===== config.mk =====
export PLATFORM = sky130hd
export DESIGN_NAME = dtlb_top
export DESIGN_NICKNAME = d
export VERILOG_FILES = /design/src/hdl/dtlb_pkg.sv /design/src/hdl/tlb_refill_if.sv /design/src/hdl/dtlb_array.sv /design/src/hdl/dtlb_miss_arbiter.sv /design/src/hdl/dtlb_top.sv
export VERILOG_INCLUDE_DIRS = /design/src /design/src/hdl
export SDC_FILE = /design/constraint.sdc
export NUM_CORES = 1
export LEC_CHECK = 0
export ABC_AREA = 1
export BUFFER_PORTS_ARGS = -buffer_cell sky130_fd_sc_hd__buf_2
export CAP_MARGIN = 20
export CORE_UTILIZATION = 58
export DETAILED_ROUTE_END_ITERATION = 8
export GPL_TIMING_DRIVEN = 1
export PLACE_DENSITY = 0.9
export SYNTH_ARGS = -nofsm -noshare
export SYNTH_HDL_FRONTEND = slang
export SYNTH_SLANG_ARGS = --single-unit

===== constraint.sdc =====
create_clock -name clk -period 3.6 [get_ports clk]
set_input_delay 0.36 -clock clk [delete_from_list [all_inputs] [get_ports clk]]
set_output_delay 0.36 -clock clk [all_outputs]
set_load 0.005 [all_outputs]

===== src/hdl/dtlb_cfg.svh =====
`ifndef DTLB_CFG_SVH
`define DTLB_CFG_SVH

// ~~~~~~~~~~~~~~~~~~~~~~~~~~~~~~~~~~~~~~~~~~~~~~~~~
// Translation buffer sizing
// ~~~~~~~~~~~~~~~~~~~~~~~~~~~~~~~~~~~~~~~~~~~~~~~~~

// Entries held by each array. Both arrays always hold the same pages.
`define DTLB_ENTRIES 4

`define VADDR_WIDTH 32
`define PADDR_WIDTH 32

// 4 KiB pages.
`define PAGE_OFFSET_WIDTH 12

// Page numbers are what is left above the offset.
`define VPN_WIDTH (`VADDR_WIDTH - `PAGE_OFFSET_WIDTH)
`define PPN_WIDTH (`PADDR_WIDTH - `PAGE_OFFSET_WIDTH)

`endif


===== src/hdl/dtlb_pkg.sv =====
`include "dtlb_cfg.svh"
`default_nettype none

package dtlb_pkg;

    // Which port owns an access or an outstanding walk.
    typedef enum logic {
        SRC_LOAD  = 1'b0,
        SRC_STORE = 1'b1
    } tlb_source_e;

    // Miss arbiter states. Only one page walk is ever in flight.
    typedef enum logic {
        ARB_IDLE = 1'b0,
        ARB_WALK = 1'b1
    } arb_state_e;

    typedef struct packed {
        logic readable;
        logic writable;
    } tlb_perm_t;

    // One translation, as stored in both arrays.
    typedef struct packed {
        logic [`VPN_WIDTH-1:0] vpn;
        logic [`PPN_WIDTH-1:0] ppn;
        tlb_perm_t             perm;
    } tlb_entry_t;

endpackage

`default_nettype wire


===== src/hdl/tlb_refill_if.sv =====
`timescale 1ns/1ps
`include "dtlb_cfg.svh"
`default_nettype none

// Refill path from the miss arbiter to both translation arrays.
interface tlb_refill_if;
    import dtlb_pkg::*;

    logic                             we;
    logic [$clog2(`DTLB_ENTRIES)-1:0] widx;
    tlb_entry_t                       entry;
    logic                             inval_all;

    modport arbiter (
        output we,
        output widx,
        output entry,
        output inval_all
    );

    // Both arrays listen to the same instance.
    modport array (
        input we,
        input widx,
        input entry,
        input inval_all
    );

endinterface

`default_nettype wire


===== src/hdl/dtlb_array.sv =====
`timescale 1ns/1ps
`include "dtlb_cfg.svh"
`default_nettype none

module dtlb_array #(
    parameter dtlb_pkg::tlb_source_e ACCESS = dtlb_pkg::SRC_LOAD
) (
    input  logic                    clk,
    input  logic                    arst_n,
    input  logic                    req,
    input  logic [`VADDR_WIDTH-1:0] vaddr,
    output logic                    hit,
    output logic                    miss,
    output logic                    exception,
    output logic [`PADDR_WIDTH-1:0] paddr,
    output logic [`VPN_WIDTH-1:0]   miss_vpn,
    tlb_refill_if.array             refill
);
    import dtlb_pkg::*;

    tlb_entry_t                    entries [`DTLB_ENTRIES];
    logic [`DTLB_ENTRIES-1:0]      valid;

    logic [`VPN_WIDTH-1:0]         req_vpn;
    logic [`PAGE_OFFSET_WIDTH-1:0] req_offset;
    logic [`DTLB_ENTRIES-1:0]      match;
    logic                          any_match;
    tlb_entry_t                    match_entry;
    logic                          perm_ok;

    // ~~~~~~~~~~~~~~~~~~~~~~~~~~~~~~~~~~~~~~~~~~~~~~~~~
    // Storage
    // ~~~~~~~~~~~~~~~~~~~~~~~~~~~~~~~~~~~~~~~~~~~~~~~~~

    // A flush in the same cycle as a refill leaves the slot invalid.
    always_ff @(posedge clk or negedge arst_n) begin
        if (!arst_n) begin
            valid <= '0;
        end else if (refill.inval_all) begin
            valid <= '0;
        end else if (refill.we) begin
            valid[refill.widx] <= 1'b1;
        end
    end

    always_ff @(posedge clk) begin
        if (refill.we) begin
            entries[refill.widx] <= refill.entry;
        end
    end

    // ~~~~~~~~~~~~~~~~~~~~~~~~~~~~~~~~~~~~~~~~~~~~~~~~~
    // Lookup
    // ~~~~~~~~~~~~~~~~~~~~~~~~~~~~~~~~~~~~~~~~~~~~~~~~~

    assign req_vpn    = vaddr[`VADDR_WIDTH-1:`PAGE_OFFSET_WIDTH];
    assign req_offset = vaddr[`PAGE_OFFSET_WIDTH-1:0];

    // Fully associative compare. The lowest matching slot is taken,
    // although a page is only ever filled once between flushes.
    always_comb begin
        match_entry = '0;
        for (int i = 0; i < `DTLB_ENTRIES; i++) begin
            match[i] = valid[i] && (entries[i].vpn == req_vpn);
        end
        for (int i = `DTLB_ENTRIES - 1; i >= 0; i--) begin
            if (match[i]) begin
                match_entry = entries[i];
            end
        end
    end

    assign any_match = |match;

    // Loads need read permission, stores need write permission.
    assign perm_ok = (ACCESS == SRC_LOAD) ? match_entry.perm.readable
                                          : match_entry.perm.writable;

    // ~~~~~~~~~~~~~~~~~~~~~~~~~~~~~~~~~~~~~~~~~~~~~~~~~
    // Result registers
    // ~~~~~~~~~~~~~~~~~~~~~~~~~~~~~~~~~~~~~~~~~~~~~~~~~

    always_ff @(posedge clk or negedge arst_n) begin
        if (!arst_n) begin
            hit       <= 1'b0;
            miss      <= 1'b0;
            exception <= 1'b0;
        end else begin
            hit       <= req && any_match && perm_ok;
            exception <= req && any_match && !perm_ok;
            miss      <= req && !any_match;
        end
    end

    always_ff @(posedge clk) begin
        if (req) begin
            paddr    <= {match_entry.ppn, req_offset};
            miss_vpn <= req_vpn;
        end
    end

endmodule

`default_nettype wire


===== src/hdl/dtlb_miss_arbiter.sv =====
`timescale 1ns/1ps
`include "dtlb_cfg.svh"
`default_nettype none

module dtlb_miss_arbiter (
    input  logic                    clk,
    input  logic                    arst_n,
    input  logic                    flush,
    input  logic                    ld_miss,
    input  logic                    st_miss,
    input  logic [`VPN_WIDTH-1:0]   ld_miss_vpn,
    input  logic [`VPN_WIDTH-1:0]   st_miss_vpn,
    output logic                    ld_cancel,
    output logic                    st_cancel,
    output logic                    ld_wb,
    output logic                    st_wb,
    output logic                    wb_error,
    output logic                    l2_req,
    output dtlb_pkg::tlb_source_e   l2_source,
    output logic [`VADDR_WIDTH-1:0] l2_vaddr,
    input  logic                    l2_valid,
    input  logic                    l2_error,
    input  logic [`PPN_WIDTH-1:0]   l2_ppn,
    input  dtlb_pkg::tlb_perm_t     l2_perm,
    tlb_refill_if.arbiter           refill
);
    import dtlb_pkg::*;

    localparam int IDX_W = $clog2(`DTLB_ENTRIES);

    arb_state_e            state;
    tlb_source_e           walk_owner;
    logic [`VPN_WIDTH-1:0] walk_vpn;
    logic [IDX_W-1:0]      victim;

    logic                  walk_start;
    logic                  walk_done;
    tlb_source_e           start_owner;

    // ~~~~~~~~~~~~~~~~~~~~~~~~~~~~~~~~~~~~~~~~~~~~~~~~~
    // Walk control
    // ~~~~~~~~~~~~~~~~~~~~~~~~~~~~~~~~~~~~~~~~~~~~~~~~~

    // Stores win when both ports miss together.
    assign start_owner = st_miss ? SRC_STORE : SRC_LOAD;
    assign walk_start  = (state == ARB_IDLE) && (ld_miss || st_miss) && !flush;

    // A response in idle belongs to an abandoned walk and is dropped.
    assign walk_done = (state == ARB_WALK) && l2_valid && !flush;

    always_ff @(posedge clk or negedge arst_n) begin
        if (!arst_n) begin
            state <= ARB_IDLE;
        end else if (flush) begin
            state <= ARB_IDLE;
        end else begin
            case (state)
                ARB_IDLE: if (walk_start) state <= ARB_WALK;
                ARB_WALK: if (walk_done)  state <= ARB_IDLE;
                default:  state <= ARB_IDLE;
            endcase
        end
    end

    always_ff @(posedge clk or negedge arst_n) begin
        if (!arst_n) begin
            walk_owner <= SRC_LOAD;
        end else if (walk_start) begin
            walk_owner <= start_owner;
        end
    end

    always_ff @(posedge clk) begin
        if (walk_start) begin
            walk_vpn <= st_miss ? st_miss_vpn : ld_miss_vpn;
        end
    end

    // ~~~~~~~~~~~~~~~~~~~~~~~~~~~~~~~~~~~~~~~~~~~~~~~~~
    // Port pulses
    // ~~~~~~~~~~~~~~~~~~~~~~~~~~~~~~~~~~~~~~~~~~~~~~~~~

    // Every miss that did not start the walk has to replay.
    always_ff @(posedge clk or negedge arst_n) begin
        if (!arst_n) begin
            l2_req    <= 1'b0;
            ld_cancel <= 1'b0;
            st_cancel <= 1'b0;
            ld_wb     <= 1'b0;
            st_wb     <= 1'b0;
            wb_error  <= 1'b0;
        end else begin
            l2_req    <= walk_start;
            ld_cancel <= ld_miss && !(walk_start && start_owner == SRC_LOAD);
            st_cancel <= st_miss && !(walk_start && start_owner == SRC_STORE);
            ld_wb     <= walk_done && (walk_owner == SRC_LOAD);
            st_wb     <= walk_done && (walk_owner == SRC_STORE);
            wb_error  <= walk_done && l2_error;
        end
    end

    assign l2_source = walk_owner;
    assign l2_vaddr  = {walk_vpn, {`PAGE_OFFSET_WIDTH{1'b0}}};

    // ~~~~~~~~~~~~~~~~~~~~~~~~~~~~~~~~~~~~~~~~~~~~~~~~~
    // Refill and victim choice
    // ~~~~~~~~~~~~~~~~~~~~~~~~~~~~~~~~~~~~~~~~~~~~~~~~~

    // Round robin over the slots, stepping only on a real write.
    always_ff @(posedge clk or negedge arst_n) begin
        if (!arst_n) begin
            victim <= '0;
        end else if (refill.we) begin
            if (victim == IDX_W'(`DTLB_ENTRIES - 1)) begin
                victim <= '0;
            end else begin
                victim <= victim + 1'b1;
            end
        end
    end

    assign refill.we        = walk_done && !l2_error;
    assign refill.widx      = victim;
    assign refill.entry     = tlb_entry_t'{vpn: walk_vpn, ppn: l2_ppn, perm: l2_perm};
    assign refill.inval_all = flush;

endmodule

`default_nettype wire


===== src/hdl/dtlb_top.sv =====
`timescale 1ns/1ps
`include "dtlb_cfg.svh"
`default_nettype none

module dtlb_top (
    input  logic                    clk,
    input  logic                    arst_n,
    input  logic                    flush,

    input  logic                    ld_req,
    input  logic [`VADDR_WIDTH-1:0] ld_vaddr,
    output logic                    ld_hit,
    output logic                    ld_miss,
    output logic                    ld_exception,
    output logic [`PADDR_WIDTH-1:0] ld_paddr,
    output logic                    ld_cancel,
    output logic                    ld_wb,

    input  logic                    st_req,
    input  logic [`VADDR_WIDTH-1:0] st_vaddr,
    output logic                    st_hit,
    output logic                    st_miss,
    output logic                    st_exception,
    output logic [`PADDR_WIDTH-1:0] st_paddr,
    output logic                    st_cancel,
    output logic                    st_wb,

    output logic                    wb_error,

    output logic                    l2_req,
    output dtlb_pkg::tlb_source_e   l2_source,
    output logic [`VADDR_WIDTH-1:0] l2_vaddr,
    input  logic                    l2_valid,
    input  logic [`PPN_WIDTH-1:0]   l2_ppn,
    input  dtlb_pkg::tlb_perm_t     l2_perm,
    input  logic                    l2_error
);
    import dtlb_pkg::*;

    logic [`VPN_WIDTH-1:0] ld_miss_vpn;
    logic [`VPN_WIDTH-1:0] st_miss_vpn;

    // Shared by the arbiter and both arrays.
    tlb_refill_if refill ();

    // ~~~~~~~~~~~~~~~~~~~~~~~~~~~~~~~~~~~~~~~~~~~~~~~~~
    // Translation arrays
    // ~~~~~~~~~~~~~~~~~~~~~~~~~~~~~~~~~~~~~~~~~~~~~~~~~

    dtlb_array #(
        .ACCESS (SRC_LOAD)
    ) i_ld_array (
        .clk       (clk),
        .arst_n    (arst_n),
        .req       (ld_req),
        .vaddr     (ld_vaddr),
        .hit       (ld_hit),
        .miss      (ld_miss),
        .exception (ld_exception),
        .paddr     (ld_paddr),
        .miss_vpn  (ld_miss_vpn),
        .refill    (refill.array)
    );

    dtlb_array #(
        .ACCESS (SRC_STORE)
    ) i_st_array (
        .clk       (clk),
        .arst_n    (arst_n),
        .req       (st_req),
        .vaddr     (st_vaddr),
        .hit       (st_hit),
        .miss      (st_miss),
        .exception (st_exception),
        .paddr     (st_paddr),
        .miss_vpn  (st_miss_vpn),
        .refill    (refill.array)
    );

    // ~~~~~~~~~~~~~~~~~~~~~~~~~~~~~~~~~~~~~~~~~~~~~~~~~
    // Miss handling
    // ~~~~~~~~~~~~~~~~~~~~~~~~~~~~~~~~~~~~~~~~~~~~~~~~~

    dtlb_miss_arbiter i_arbiter (
        .clk         (clk),
        .arst_n      (arst_n),
        .flush       (flush),
        .ld_miss     (ld_miss),
        .st_miss     (st_miss),
        .ld_miss_vpn (ld_miss_vpn),
        .st_miss_vpn (st_miss_vpn),
        .ld_cancel   (ld_cancel),
        .st_cancel   (st_cancel),
        .ld_wb       (ld_wb),
        .st_wb       (st_wb),
        .wb_error    (wb_error),
        .l2_req      (l2_req),
        .l2_source   (l2_source),
        .l2_vaddr    (l2_vaddr),
        .l2_valid    (l2_valid),
        .l2_error    (l2_error),
        .l2_ppn      (l2_ppn),
        .l2_perm     (l2_perm),
        .refill      (refill.arbiter)
    );

endmodule

`default_nettype wire


======== After elaboration in Yosys (flattened, before gate mapping) ========
Memory sizes are Yosys's and may differ from the RTL's.
Cells that the tools add are included.
cells by class
  add/subtract/negate cells ............... 1
  order comparisons ....................... 2
  equality and inequality tests ........... 9
  multiplexer cells ....................... 23
  bitwise logic cells ..................... 5
  reduce and logical (&&, ||, !) cells .... 41
operator list
  operator                                             number
  two-way mux 22 bit                                   8
  == test 20 bit                                       8
  logical AND 1 bit                                    29
  two-way mux 20 bit                                   1
  two-way mux 4 bit                                    4
  zero test 1 bit                                      8
  bitwise OR 4 bit                                     2
  OR reduction 4 bit                                   2
  two-way mux 1 bit                                    7
  < comparator 2 x 3 -> 1 bit, second input constant   1
  NOT 1 bit                                            3
  adder 2 x 1 -> 2 bit, second input constant          1
  demux 1 bit (select 2 bit)                           1
  == test 2 bit, second input constant                 1
  >= comparator 2 x 1 -> 1 bit, second input constant  1
  two-way mux 2 bit                                    1
  one-hot mux 1 bit (2 select lines)                   1
  nonzero test 2 bit                                   1
  logical OR 1 bit                                     1
word-level totals
  register bits ........................... 148
  bits in writable memories ............... 336
  input port bits ......................... 93
  output and inout bits ................... 109
  word-level logic and storage cells ...... 105
  memories ................................ 2
memory list
  memory              words  bits a word  read ports  clocked after Yosys merged registers in  write ports  line              RTL
  i_ld_array.entries  4      42           4           0                                        1            dtlb_array.sv:21  tlb_entry_t entries [`DTLB_ENTRIES];
  i_st_array.entries  4      42           4           0                                        1            dtlb_array.sv:21

======== Depth between registers and ports, before layout ========
Gate-level depths: netlist of run 1.
An unclocked memory read counts as a cell.
  word-level depth ........................ 9
  depth in mapped cells ................... 14
  gate-level depth less buffers ........... 13

======== Hierarchy ========
A second synthesis of run 1 with hierarchy kept.
unflattened totals
  cells, all modules ...................... 1648
  area total of the unflattened synthesis .. 19424.9 sq um
modules (own cells, without submodules)
  module                    times used  cells an instance  area an instance (sq um)  sequential area each (sq um)
  dtlb_array at i_ld_array  1           737                8888.5                    6661.4
  dtlb_array at i_st_array  1           731                8878.5                    6661.4
  dtlb_miss_arbiter         1           180                1657.8                    850.8

======== Worst setup path after synthesis of run 1 ========
OpenSTA, ideal clock, no wires.
  path type ............................... input to register
  start ................................... in l2_valid
  end ..................................... mem i_st_array.entries[3][0] (netlist bit) (enable)
  library setup time ...................... 0.443 ns
  arrival ................................. 2.696 ns
  required time ........................... 3.157 ns
  slack ................................... 0.461 ns
  stages on the path ...................... 6
  path buffers ............................ 0
  path through ............................ nand2_1 nor2_1 inv_1 nor2_1 inv_1 nor2_1
on the way
  longest elaborated chain between the ends .. 5
RTL lines
  item                                     line                      RTL
  start: declaration                       dtlb_top.sv:33            input logic l2_valid,
  logical AND 1 bit (2 in series)          dtlb_miss_arbiter.sv:49   assign walk_done = (state == ARB_WALK) && l2_valid && !flush;
  logical AND 1 bit                        dtlb_miss_arbiter.sv:122  assign refill.we = walk_done && !l2_error;
  two-way mux 1 bit                        dtlb_array.sv:47          if (refill.we) begin
  two-way mux 1 bit (not written as such)  dtlb_array.sv:48          entries[refill.widx] <= refill.entry;
  end: declaration                         dtlb_array.sv:21
Every way passes these cells.

==> results of run 1 <==
-- power by group through the flow --
| stage | sequential (W) | clock (W) | combinational (W) |
|---|---|---|---|
| finish | 0.00425 | 0.00327 | 0.000516 |
| global route | 0.00426 | 0.00344 | 0.000568 |
| CTS | 0.00424 | 0.00328 | 0.000508 |
| detailed placement | 0.00432 | 0 | 0.000475 |
| global placement | 0.00431 | 0 | 0.000460 |
| floorplan | 0.00430 | 0 | 0.000200 |
-- state kept, by name (all words and copies together), names as in the netlist, 20 cells and up --
register             flops
i_ld_array.paddr        32
i_st_array.entries     126
i_ld_array.miss_vpn     20
i_st_array.miss_vpn     20
i_st_array.paddr        32
i_ld_array.entries      42
i_arbiter.walk_vpn      20
-- layout by cell type (no fill, tap or decap), drive strengths merged --
cell         netlist  routed
nor2             219     219
clkbuf            14      39
o22ai             13      13
xor2              14      14
conb               1      12
ha                 4       4
clkinv             0      13
buf               34     209
a21oi             87      87
nand2            385     385
or2                2       2
dlygate4sd3        0      33
dfrtp             24      24
inv              152     151
edfxtp           292     292
diode              0       1
bufinv             0       3
xnor2             24      24
nand4              3       3
nor3b              1       1
o211ai             2       2
nor3               3       3
nand3             23      23
o21ai             95      95
clkinvlp           0       3
-- timing repair --
item,CTS,global route
hold buffers,33,0
endpoints found under the hold margin,77,0
setup endpoints to repair,0,0
-- logic make-up (layout without fill, tap and decap cells) --
logic type	after synthesis	in the layout	synth area share, %
AND/OR/NAND/NOR	636	636	17.23
flip-flops	316	316	65.26
buffers and inverters	200	451	6.127
AO/OA/AOI/OAI	197	197	8.689
XOR/XNOR	38	38	2.318
adder cells (fa/ha/maj)	4	4	0.3486
other	1	13	0.02612
-- layer usage --
layer	global-route usage, %	wire length [um]	vias up	part of all wire (%)
met1	44.89	15920	5290	39
met5	0	0	-	0
met3	4.532	4146	117	10
met4	12.94	1376	0	3.4
li1	-	-	5022	-
met2	53.41	19240	748	47
-- metrics by stage --
stage          cell area (sq um)  hold slack [ns]  instances
3_5_place_dp               15620           0.4016       1888
4_1_cts                    16980         0.001101       1978
3_3_place_gp               15620           0.3787       1888
6_report                   16980          0.01587       1979
5_1_grt                    16980       -0.0002619       1979
2_1_floorplan              14400          0.06441       1403
-- cells in the mapped netlist (4+ instances only) --
| cell | n | area [sq um] |
|---|---|---|
| nand2_1 | 384 | 1441 |
| edfxtp_1 | 292 | 8768 |
| nor2_1 | 215 | 807.0 |
| inv_1 | 126 | 473.0 |
| o21ai_0 | 86 | 430.4 |
| a21oi_2 | 64 | 560.5 |
| inv_2 | 26 | 97.59 |
| dfrtp_1 | 24 | 600.6 |
| xnor2_1 | 24 | 210.2 |
| a21oi_1 | 23 | 115.1 |
| nand3_1 | 20 | 100.1 |
| buf_4 | 14 | 105.1 |
| xor2_1 | 14 | 122.6 |
| buf_2 | 13 | 65.06 |
| o22ai_1 | 13 | 81.33 |
| clkbuf_1 | 12 | 45.04 |
| o21ai_1 | 9 | 45.04 |
| buf_6 | 4 | 45.04 |
| ha_1 | 4 | 50.05 |
-- area by class of cell --
type | instances | area (sq um) | share of cell area [%]
antenna | 1 | 2.502 | 0.01474
clock buffer | 39 | 835.8 | 4.922
clock inverter | 18 | 193.9 | 1.142
inverter | 152 | 570.5 | 3.360
multi-input combinational | 887 | 4167 | 24.53
sequential | 316 | 9369 | 55.17
tap | 324 | 405.4 | 2.387
timing repair buffer | 242 | 1439 | 8.473
-- worst max-delay path: cells and delay by family, from the launching register on --
family,cells,cell delay (ns)
compound gates,2,0.18
buf+inv,3,0.81
simple gates,6,0.93
flops,1,0.47
-- path summary, 6_finish.rpt --
check,to,cells past startpoint,from
min reg2reg,i_arbiter.ld_wb,1,i_arbiter.l2_source
min,i_st_array.entries[3][14],1,l2_ppn[12]
max reg2reg,i_ld_array.paddr[30],11,i_st_array.entries[0][25]
max in group asynchronous,i_ld_array.hit,2,arst_n
min in group asynchronous,i_arbiter.st_cancel,2,arst_n
max,i_ld_array.paddr[30],11,i_st_array.entries[0][25]
==> summary.txt, run 1 <==
GRT
  – Vias in the first global route: 11160
  – Largest net degree at the start of global routing: 45
  – First-pass GRT wire length: 62730 um
  – Total GRT Usage: 32.75%
  – GRT Residual Overflow: 0
  – Initial antenna violation count: 1

Placement
  – Post-Place Setup Slack: 0.9544 ns
  – Post-DP HPWL: 27750 um
  – GPL Wtd Cong: 1.047
  – Port buffer count: 189

Logic synthesis
  – Ys async rst share: 7.595%
  – Share of the yosys chip area belonging to registers: 65.26%
  – Flops & latches, synth: 316
  – Synthesized cell area: 14360 sq um
  – Ys Warns: 0
  – Mean Syn Cell Area: 10.31 sq um
  – Synth unique cells: 34
  – Post-synth EDFFs: 292
  – Top FF cell, synth: edfxtp_1
  – Gate Count Post-Synth: 1392

Floorplanning
  – Cell Rows: 57
  – Core area: 24320 sq um
  – Die span in y: 159.3 um
  – # IOs: 202
  – Die X: 159.3 um
  – Die area: 25390 sq um
  – Initial Utilization: 59.03%

Timing
  – Fmax: 375.3 MHz
  – Final hold vios: 0
  – Tightest Pin Transition: 0.8452 ns
  – Period utilization: 74.02%
  – Setup TNS Final: 0 ns
  – RSZ-0062 raised after global routing: no
  – Setup WS post-layout: 0.9353 ns
  – Slew HR: 43.59%
  – Final Max Slew Viols: 0
  – Final min period: 2.665 ns
  – Clk_skew: 0.01831 ns
  – Count of final setup violators: 0

Power
  – Power Density: 472.9 nW/um^2
  – Total power: 0.008031 W
  – Share of total power in combinational logic: 6.4%
  – Sequential share of power: 52.9%
  – Int Pwr: 0.006218 W
  – P_sw: 0.001813 W
  – Switching Share: 22.58%
  – Static leakage: 7.130 nW
  – Clock power frac: 40.7%
  – Maximum vdd drop: 449.3 uV

Clock network
  – Clock Latency Late Sink: 0.58 ns
  – Worst-path clk slew: 0.07 ns
  – Clock Tree Root: clkbuf_16
  – CTS buffer count: 31
  – Setup Fix Bufs, Post-CTS: 0
  – Resize count post-CTS: 0
  – Clock Tree Buf Depth: 3
  – Htree depth: 1
  – CTS sink cnt: 316
  – CTS tree: done

Detailed routing
  – Vias: 11180
  – Via density: 5.648
  – Antenna-violating nets left: 0
  – WL/cell: 20.56 um
  – Starting DRC count in detailed routing: 1489
  – DRC: 0
  – Detailed Routing Iterations Pass 1: 5
  – Routed WL: 40680 um

Layout
  – Fin nets: 1727
  – Area growth, synth to finish: 18.29%
  – Filler cells: 1727
  – Layout cell share with drive strength beyond 1: 21.77%
  – Finished Core Util: 69.83%

Outcome
  – Status: finished clean

Worst setup path
  – Peak fanout along the critical path: 18
  – Flop2flop setup slack: 0.94 ns
  – Worst-path cell chain: inv_1, o22ai_1, nor2_1, nand2_1, nor2_1, nand3_1, inv_1, buf_4, a21oi_1, nand2_1, nand2_1
  – Arr. time, crit path: 2.99 ns
  – Crit-path max cell delay: 0.47 ns
  – Critical path class: register to register
  – Setup crit end kind: register
  – Worst Path Required: 3.93 ns
  – Most frequent CP cell: nand2_1
  – Startpoint types: register
  – Slowest CP cell: edfxtp_1

Flow run
  – MaxCap Viol Count: 0

Hold path
  – Tightest Hold Check Type: primary input to register
Note: power is estimated with default switching activity, not from simulation.
==> inputs of run 2 (changes only) <==
- CORE_UTILIZATION: 58 -> 52
- PLACE_DENSITY: 0.9 -> 0.85
- clock period: 3.6 -> 2.1 ns (I/O delays scaled with it)
==> summary.txt, run 2 (synthesis results as in run 1) <==
Outcome
  – Status: finished clean

GRT
  – First-pass GRT wire length: 64580 um
  – Initial antenna violation count: 0
  – Vias in the first global route: 11170
  – GRT Residual Overflow: 0
  – Largest net degree at the start of global routing: 55
  – Total GRT Usage: 30.76%

Detailed routing
  – Routed WL: 44700 um
  – Vias: 11540
  – Starting DRC count in detailed routing: 1423
  – WL/cell: 21.52 um
  – Antenna-violating nets left: 0
  – Detailed Routing Iterations Pass 1: 5
  – DRC: 0
  – Via density: 5.558

Layout
  – Finished Core Util: 67.03%
  – Regs by FF count: i_st_array.entries (126), i_ld_array.entries (42)
  – Area growth, synth to finish: 26.19%
  – Max reg flops: 126
  – Most common cell after layout, fill and taps aside: nand2_1
  – Most frequent cells in the layout: nand2_1, edfxtp_1, nor2_1, buf_2, inv_1
  – Fin nets: 1808
  – Filler cells: 1944
  – Antenna diode count: 0
  – Layout cell share with drive strength beyond 1: 24.14%
  – Top reg by flops: i_st_array.entries

Worst setup path
  – Worst reg2reg startpoint: i_ld_array.entries[1][27]
  – Slowest CP cell: dlygate4sd3_1
  – Arr. time, crit path: 2.41 ns
  – Worst path bufs/invs: 5
  – Delay-heaviest family, CP: buffers and inverters
  – Startpoint types: primary input
  – Setup crit end kind: register
  – Most frequent CP cell: nand2_1
  – Critical path class: primary input to register
  – Crit-path max cell delay: 0.56 ns
  – Worst Setup SP: ld_vaddr[21]
  – Worst-path cell chain: dlygate4sd3_1, buf_2, inv_2, nand2_1, nand2_1, nor2_2, nand3_1, nor2_2, nand2_2, nor2_4, buf_12, buf_12, nor2_1, nand2_1, a21oi_2
  – Worst Path Required: 2.42 ns
  – Peak fanout along the critical path: 10

Floorplanning
  – Die area: 28280 sq um
  – Cell Rows: 60
  – Die X: 168.2 um
  – Initial Utilization: 53.12%
  – Die span in y: 168.2 um
  – Core area: 27030 sq um
  – # IOs: 202

Placement
  – Port buffer count: 189
  – GPL Wtd Cong: 0.9909
  – Post-DP HPWL: 28930 um
  – Post-Place Setup Slack: -0.002170 ns

Timing
  – Clk_skew: 0.01634 ns
  – Setup TNS Final: 0 ns
  – Hold WS: 0.02685 ns
  – Final min period: 2.089 ns
  – Fmax: 478.7 MHz
  – Final hold vios: 0
  – Count of final setup violators: 0
  – Tightest Pin Transition: 0.6039 ns
  – Period utilization: 99.48%
  – RSZ-0062 raised after global routing: yes
  – Final Max Slew Viols: 0
  – Slew HR: 59.74%
  – Setup WS post-layout: 0.01095 ns

Clock network
  – Htree depth: 1
  – Clock Tree Root: clkbuf_16
  – CTS tree: done
  – CTS sink cnt: 316
  – CTS buffer count: 31
  – Worst-path clk slew: 0.07 ns
  – Clock Tree Buf Depth: 3
  – Clock Latency Late Sink: 0.57 ns

Hold path
  – Tightest Hold Check Type: primary input to register
  – Min-delay src: ld_vaddr[23]

Power
  – Static leakage: 7.592 nW
  – Power Density: 773.4 nW/um^2
  – Maximum vdd drop: 823.8 uV
  – Total power: 0.01401 W

Flow run
  – MaxCap Viol Count: 0
[run 2: cell types whose count changed in the layout (fill, tap and decap cells not counted), moves of 7 or more]
cell           before  now
nor2_1            214  199
buf_12              1   15
dlygate4sd3_1      33   84
o21ai_0            86   79
nor2_2              2   16
[run 2: what timing repair did]
item                                   in CTS  in global routing
pin swaps                                   0                 20
endpoints found under the hold margin     178                  0
hold buffers                               84                  0
gates cloned                                0                  5
resized for setup                           1                 43
setup buffers                               0                  6
setup endpoints to repair                   1                172
[run 2: stage by stage]
stage,instances,cell area [sq um]
floorplan,1403,14420
global placement,1924,15960
detailed placement,1924,15960
CTS,2066,17840
global route,2077,18120
finish,2077,18120
[run 2: path summary, 6_finish.rpt]
path / endpoint / slack, ns / cells past startpoint
setup reg to reg: i_ld_array.paddr[22] / 0.04 / 13
hold reg to reg: i_arbiter.ld_wb / 0.49 / 1
min in group asynchronous: i_st_array.valid[0] / 0.19 / 2
hold / removal: i_ld_array.miss_vpn[11] / 0.03 / 1
max in group asynchronous: i_st_array.hit / 1.51 / 2
setup / recovery: i_ld_array.paddr[22] / 0.01 / 15
[run 2: cell type report]
cell class	count	area [sq um]	share of cell area, %
clock inverters	21	237.7	1.312
flip-flops and latches	316	9369	51.72
multi-input cells	887	4255	23.49
repair buffers	323	2447	13.51
clock buffers	37	798.3	4.406
inverters	152	581.8	3.212
well taps	341	426.7	2.355
[run 2: routing by layer]
layer / vias to the layer above / share of wire [%] / GRT usage (%)
met4: 0 / 3.5 / 10.67
met5: - / 0 / 0
met2: 704 / 48 / 51.36
met1: 5546 / 40 / 41.69
met3: 101 / 9.2 / 4.114
li1: 5193 / - / -
[run 2: where the power goes]
| part | internal, W | switching [W] |
|---|---|---|
| logic | 0.000405 | 0.000621 |
| clock network | 0.00332 | 0.00239 |
| registers | 0.00714 | 0.000130 |
